==> config.mk <==
export PLATFORM = sky130hd
export DESIGN_NAME = ex_stage
export DESIGN_NICKNAME = d
export VERILOG_FILES = /design/src/exec_pkg.sv /design/src/alu.sv /design/src/ex_stage.sv /design/src/mul_hilo.sv
export SDC_FILE = /design/constraint.sdc
export NUM_CORES = 2
export LEC_CHECK = 0
export BUFFER_PORTS_ARGS = -buffer_cell sky130_fd_sc_hd__buf_2
export CAP_MARGIN = 20
export CORE_MARGIN = 8
export CORE_UTILIZATION = 65
export CTS_BUF_LIST = sky130_fd_sc_hd__clkbuf_4
export DETAILED_ROUTE_END_ITERATION = 10
export PLACE_DENSITY = 0.83
export REMOVE_ABC_BUFFERS = 1
export SLEW_MARGIN = 20
export SYNTH_ARGS = -nofsm -noshare
export SYNTH_HDL_FRONTEND = slang
export SYNTH_SLANG_ARGS = --single-unit
==> constraint.sdc <==
create_clock -name clk -period 16.7 [get_ports clk]
set_clock_uncertainty 0.2 [all_clocks]
set_input_delay 3.34 -clock clk [delete_from_list [all_inputs] [get_ports clk]]
set_output_delay 3.34 -clock clk [all_outputs]
set_load 0.03 [all_outputs]
==> src/exec_pkg.sv <==
`default_nettype none

package exec_pkg;

  localparam int data_w     = 32;
  localparam int reg_addr_w = 5;

  // funct codes of the R-type instructions handled in EX
  typedef enum logic [5:0] {
    funct_sll   = 6'h00,
    funct_sllv  = 6'h04,
    funct_srlv  = 6'h06,
    funct_srav  = 6'h07,
    funct_mfhi  = 6'h10,
    funct_mflo  = 6'h12,
    funct_mult  = 6'h18,
    funct_multu = 6'h19,
    funct_add   = 6'h20,
    funct_addu  = 6'h21,
    funct_sub   = 6'h22,
    funct_subu  = 6'h23,
    funct_and   = 6'h24,
    funct_or    = 6'h25,
    funct_xor   = 6'h26,
    funct_slt   = 6'h2a,
    funct_sltu  = 6'h2b
  } funct_e;

  typedef enum logic [1:0] {
    mem_byte = 2'd0,
    mem_half = 2'd1,
    mem_word = 2'd2
  } mem_size_e;

  typedef struct packed {
    logic      read;
    logic      write;
    logic      sign_ext;
    mem_size_e size;
  } mem_ctrl_t;

  // decoded instruction as delivered by ID
  typedef struct packed {
    logic                  valid;
    funct_e                funct;
    logic [4:0]            shamt;
    logic [data_w-1:0]     operand_1;
    logic [data_w-1:0]     operand_2;
    mem_ctrl_t             mem_ctrl;
    logic [data_w-1:0]     mem_write_data;
    logic                  reg_write_en;
    logic [reg_addr_w-1:0] reg_write_addr;
    logic [data_w-1:0]     pc;
  } ex_req_t;

  // result doubles as the memory address
  typedef struct packed {
    logic                  valid;
    logic [data_w-1:0]     result;
    logic                  overflow;
    mem_ctrl_t             mem_ctrl;
    logic [data_w-1:0]     mem_write_data;
    logic                  reg_write_en;
    logic [reg_addr_w-1:0] reg_write_addr;
    logic [data_w-1:0]     pc;
  } ex_mem_t;

  typedef struct packed {
    logic                  valid;
    logic                  reg_write_en;
    logic [reg_addr_w-1:0] reg_write_addr;
    logic [data_w-1:0]     data;
    logic                  overflow;
    logic [data_w-1:0]     pc;
  } wb_t;

  // one data word by byte lane or by halfword lane
  typedef union packed {
    logic [3:0][7:0]  bytes;
    logic [1:0][15:0] halves;
  } mem_word_u;

endpackage

`default_nettype wire

==> src/alu.sv <==
`timescale 1ns/1ps
`default_nettype none

module alu (
  input  exec_pkg::funct_e            funct,
  input  logic [4:0]                  shamt,
  input  logic [exec_pkg::data_w-1:0] operand_1,
  input  logic [exec_pkg::data_w-1:0] operand_2,
  output logic [exec_pkg::data_w-1:0] result,
  output logic                        overflow
);

  localparam int msb = exec_pkg::data_w - 1;

  logic            is_sub;
  logic            is_ovf_op;
  logic [msb:0]    op2_mux;
  logic [msb:0]    sum;
  logic            signed_lt;
  logic            unsigned_lt;

  // subtract and compare share the adder
  assign is_sub = (funct == exec_pkg::funct_sub)  ||
                  (funct == exec_pkg::funct_subu) ||
                  (funct == exec_pkg::funct_slt)  ||
                  (funct == exec_pkg::funct_sltu);

  assign is_ovf_op = (funct == exec_pkg::funct_add) ||
                     (funct == exec_pkg::funct_sub);

  // two's complement: invert and carry in one
  assign op2_mux = is_sub ? ~operand_2 : operand_2;
  assign sum     = operand_1 + op2_mux + {{msb{1'b0}}, is_sub};

  // same sign in, other sign out
  assign overflow = is_ovf_op &&
                    (operand_1[msb] == op2_mux[msb]) &&
                    (sum[msb] != operand_1[msb]);

  // negative vs positive, or same sign and negative difference
  assign signed_lt = (operand_1[msb] && !operand_2[msb]) ||
                     ((operand_1[msb] == operand_2[msb]) && sum[msb]);

  assign unsigned_lt = operand_1 < operand_2;

  always_comb begin
    case (funct)
      exec_pkg::funct_add,
      exec_pkg::funct_addu,
      exec_pkg::funct_sub,
      exec_pkg::funct_subu: begin
        result = sum;
      end
      exec_pkg::funct_and: begin
        result = operand_1 & operand_2;
      end
      exec_pkg::funct_or: begin
        result = operand_1 | operand_2;
      end
      exec_pkg::funct_xor: begin
        result = operand_1 ^ operand_2;
      end
      exec_pkg::funct_slt: begin
        result = {{msb{1'b0}}, signed_lt};
      end
      exec_pkg::funct_sltu: begin
        result = {{msb{1'b0}}, unsigned_lt};
      end
      exec_pkg::funct_sll: begin
        result = operand_2 << shamt;
      end
      exec_pkg::funct_sllv: begin
        result = operand_2 << operand_1[4:0];
      end
      exec_pkg::funct_srlv: begin
        result = operand_2 >> operand_1[4:0];
      end
      exec_pkg::funct_srav: begin
        // sign filled
        result = $signed(operand_2) >>> operand_1[4:0];
      end
      default: begin
        result = '0;
      end
    endcase
  end

endmodule

`default_nettype wire

==> src/ex_stage.sv <==
`timescale 1ns/1ps
`default_nettype none

module ex_stage (
  input  logic              clk,
  input  logic              rst,
  input  exec_pkg::ex_req_t req,
  output logic              ex_load_flag,
  output exec_pkg::ex_mem_t ex_mem
);

  logic [exec_pkg::data_w-1:0] alu_result;
  logic                        alu_overflow;
  logic [exec_pkg::data_w-1:0] hi;
  logic [exec_pkg::data_w-1:0] lo;
  logic                        is_mul;
  exec_pkg::ex_mem_t           ex_next;

  alu u_alu (
    .funct     (req.funct),
    .shamt     (req.shamt),
    .operand_1 (req.operand_1),
    .operand_2 (req.operand_2),
    .result    (alu_result),
    .overflow  (alu_overflow)
  );

  mul_hilo u_mul_hilo (
    .clk       (clk),
    .rst       (rst),
    .funct     (req.funct),
    .valid     (req.valid),
    .operand_1 (req.operand_1),
    .operand_2 (req.operand_2),
    .hi        (hi),
    .lo        (lo)
  );

  // lets ID stall on a load-use hazard
  assign ex_load_flag = req.valid && req.mem_ctrl.read;

  assign is_mul = (req.funct == exec_pkg::funct_mult) ||
                  (req.funct == exec_pkg::funct_multu);

  always_comb begin
    ex_next.valid          = req.valid;
    ex_next.overflow       = alu_overflow;
    ex_next.mem_ctrl       = req.mem_ctrl;
    ex_next.mem_write_data = req.mem_write_data;
    ex_next.reg_write_addr = req.reg_write_addr;
    ex_next.pc             = req.pc;
    case (req.funct)
      exec_pkg::funct_mfhi: ex_next.result = hi;
      exec_pkg::funct_mflo: ex_next.result = lo;
      default:              ex_next.result = alu_result;
    endcase
    // stores, overflow and multiplies leave the register file alone
    ex_next.reg_write_en = req.valid && req.reg_write_en && !req.mem_ctrl.write &&
                           !alu_overflow && !is_mul;
  end

  always_ff @(posedge clk) begin
    if (rst) begin
      ex_mem.valid          <= 1'b0;
      ex_mem.reg_write_en   <= 1'b0;
      ex_mem.mem_ctrl.read  <= 1'b0;
      ex_mem.mem_ctrl.write <= 1'b0;
    end else begin
      ex_mem <= ex_next;
    end
  end

endmodule

`default_nettype wire

==> src/mul_hilo.sv <==
`timescale 1ns/1ps
`default_nettype none

module mul_hilo (
  input  logic                        clk,
  input  logic                        rst,
  input  exec_pkg::funct_e            funct,
  input  logic                        valid,
  input  logic [exec_pkg::data_w-1:0] operand_1,
  input  logic [exec_pkg::data_w-1:0] operand_2,
  output logic [exec_pkg::data_w-1:0] hi,
  output logic [exec_pkg::data_w-1:0] lo
);

  localparam int msb = exec_pkg::data_w - 1;

  logic                             is_mult;
  logic                             is_multu;
  logic [msb:0]                     mag_1;
  logic [msb:0]                     mag_2;
  logic [2*exec_pkg::data_w-1:0]    mag_prod;
  logic                             negate;
  logic [2*exec_pkg::data_w-1:0]    product;

  assign is_mult  = (funct == exec_pkg::funct_mult);
  assign is_multu = (funct == exec_pkg::funct_multu);

  // signed: multiply magnitudes, fix sign afterwards
  assign mag_1 = (is_mult && operand_1[msb]) ? -operand_1 : operand_1;
  assign mag_2 = (is_mult && operand_2[msb]) ? -operand_2 : operand_2;

  assign mag_prod = mag_1 * mag_2;

  assign negate  = is_mult && (operand_1[msb] ^ operand_2[msb]);
  assign product = negate ? -mag_prod : mag_prod;

  always_ff @(posedge clk) begin
    if (rst) begin
      hi <= '0;
      lo <= '0;
    end else if (valid && (is_mult || is_multu)) begin
      hi <= product[2*exec_pkg::data_w-1:exec_pkg::data_w];
      lo <= product[msb:0];
    end
  end

endmodule

`default_nettype wire

==> impl_metrics.py <==
metrics = {
    "outcome": {
        "outcome": "complete, no violations",
    },
    "global_route": {
        "busiest_layer": "met2",
        "grt_overflow": 0,
        "grtUsageTotal_pct": 44.60,
        "use_met3_pct": 14.41,
        "grtUsageMet1_pct": 56.14,
        "met2_usage_pct": 66.56,
        "grt_pass1_wl_um": 285100,
        "grt_pass1_vias": 45640,
        "antenna_found_initial": 12,
        "grt_max_degree": 95,
    },
    "setup_path": {
        "reg2reg_to": "ex_mem[87]",
        "crit_path_max_fanout": 20,
        "crit_start": "req[146]",
        "reg2reg_setup_slack_ns": 14.47,
        "worstSetupPathType": "input port to flip-flop",
        "crit_arrival_ns": 15.81,
        "startpoint_type": "input port",
        "worstPathRequired_ns": 17.02,
        "cp_slowest_cell": "a41oi_1",
        "reg2reg_from": "u_mul_hilo.hi[11]",
        "cpMostUsedCell": "fa_1",
        "end_kind": "flip-flop",
        "timing.critical_path.to": "u_mul_hilo.hi[31]",
        "max_stage_delay_ns": 0.76,
        "r2r_cells": 6,
    },
    "drt": {
        "drt_pass1_iterations": 9,
        "drtIter0Drc": 6137,
        "wl_um": 193200,
        "drc": 0,
        "wire_per_inst_um": 27.71,
        "viasPerCell": 6.474,
        "ant_nets": 0,
        "vias": 45130,
    },
    "clocking": {
        "cts_made_buffers": 17,
        "tritoncts": "built",
        "cts_setup_buffers": 0,
        "cts_resized": 0,
        "hold_buffers": 0,
        "h-tree-depth": 4,
        "cts.sinks": 173,
        "clkTransAtPathRegs_ns": 0.15,
        "clockBufferDepth": 2,
        "clock_latency_ns": 0.62,
        "cts_root_buf": "clkbuf_4",
    },
    "logic_synthesis": {
        "syn_area_sq_um": 49390,
        "ys_seq_elements": 173,
        "synth.most_common_cell": "inv_1",
        "ys_seq_area_share_pct": 9.140,
        "ys.flop_type": "edfxtp_1",
        "synth_edf_count": 105,
        "synthTopCellsByArea": "fa_1, ha_1, inv_1",
        "netlist_instances": 5837,
        "yosys.area.top_type": "fa_1",
        "synth_top_area_share_pct": 36.36,
        "synthTopCellsByCount": "inv_1, fa_1, nor2_1",
        "synthArstFlopShare_pct": 0,
        "syn_area_per_cell_sq_um": 8.461,
        "yosysUniqueCellTypes": 87,
        "synth_warnings": 0,
    },
    "floorplanning": {
        "die_w_um": 291.7,
        "core_sq_um": 75570,
        "die_h_um": 291.7,
        "num_io_pins": 263,
        "initial_core_util_pct": 65.35,
        "die-area_sq_um": 85060,
        "rows": 101,
    },
    "timing": {
        "setup_viol_count_final": 0,
        "worst_pin_slew_ns": 1.286,
        "finalHoldViolCount": 0,
        "rsz0062_at_grt": "no",
        "setup_tns_ns": 0,
        "max_freq_mhz": 64.52,
        "drv_slew": 0,
        "relSlewSlack_pct": 13.64,
        "min_period_over_period_pct": 92.81,
        "period_minus_slack_ns": 15.50,
        "final.setup.worst_slack_ns": 1.201,
    },
    "cells_and_area": {
        "fill_cells": 5995,
        "final_util_pct": 70.26,
        "synthToLayoutAreaGrowth_pct": 7.509,
        "post-route-cell-area_sq_um": 53100,
        "nets": 7414,
        "drive_above_1_share_pct": 10.01,
    },
    "placed_design": {
        "port_buffers": 262,
        "hpwlAfterDp_um": 156300,
        "place_ws_ns": 1.054,
        "place_area_sq_um": 52770,
        "place_congestion": 1.105,
    },
    "flow_run": {
        "max_cap_violations": 0,
    },
    "min_path": {
        "hold_class": "flip-flop to flip-flop",
    },
}
state kept, by name (all words and copies together) (netlist names):
signal         cells
u_mul_hilo.hi     32
u_mul_hilo.lo     32
ex_mem           109
worst min-delay path by stage:
stage | startpoint | endpoint | slack, ns | cells after the start
finish | u_mul_hilo.lo[28] | u_mul_hilo.lo[28] | 0.27 | 2
global route | u_mul_hilo.hi[31] | u_mul_hilo.hi[31] | 0.29 | 2
CTS | u_mul_hilo.lo[28] | u_mul_hilo.lo[28] | 0.26 | 2
detailed placement | u_mul_hilo.lo[28] | u_mul_hilo.lo[28] | 0.24 | 2
global placement | u_mul_hilo.lo[28] | u_mul_hilo.lo[28] | 0.24 | 2
floorplan | u_mul_hilo.lo[17] | u_mul_hilo.lo[17] | 0.22 | 2
metal layers:
metal  part of all wire, %  vias to the layer above
met5                 0.028                        -
met4                   8.3                        8
met3                    15                      810
met2                    43                     3428
met1                    34                    22120
li1                      -                    18760
placed cells by master (no fill, tap or decap), types with 68 or more instances in the layout:
cell,Yosys,final
buf_4,0,160
a21oi_1,234,234
mux2i_1,114,110
ha_1,392,392
buf_2,13,262
dfxtp_1,68,68
edfxtp_1,105,105
fa_1,897,897
nand2_1,710,710
xnor2_1,219,157
nor2_1,788,788
a211oi_1,76,76
inv_1,996,995
o21ai_0,148,147
cells by family after synthesis:
logic type	after synthesis	synth area share, %
muxes	142	3.428
adders and majority gates	1289	46.29
and+or+nand+nor	1813	15.33
DFF	173	9.140
xor gates and xnor gates	273	4.841
AOI/OAI and AO/OA	829	10.90
buffers and inverters	1318	10.07
layout make-up:
type | count | area (sq um) | share of cell area [%]
clock inverter | 15 | 160.2 | 0.3016
tap | 978 | 1224 | 2.305
multi-input combinational | 4346 | 40680 | 76.61
timing repair buffer | 426 | 2586 | 4.871
clock buffer | 17 | 127.6 | 0.2404
antenna | 8 | 20.02 | 0.03770
sequential | 173 | 4514 | 8.502
inverter | 1008 | 3786 | 7.131
per-stage QoR:
stage                     cells  hold slack [ns]
final                      6971           0.2671
after global routing       6964           0.2870
after CTS                  6962           0.2637
after detailed placement   6930           0.2444
after global placement     6928           0.2391
after floorplan            5527           0.2223
worst max-delay path, delay by kind of cell:
family,cells,cell delay [ns]
AND/OR/NAND/NOR,10,3.95
adder cells (fa/ha/maj),9,4.54
AO/OA/AOI/OAI,8,2.53
XOR/XNOR,2,0.55
buffers and inverters,5,0.83
Power is not shown: default switching activity piles up to over one toggle a cycle in this logic, so the estimate is an artifact.
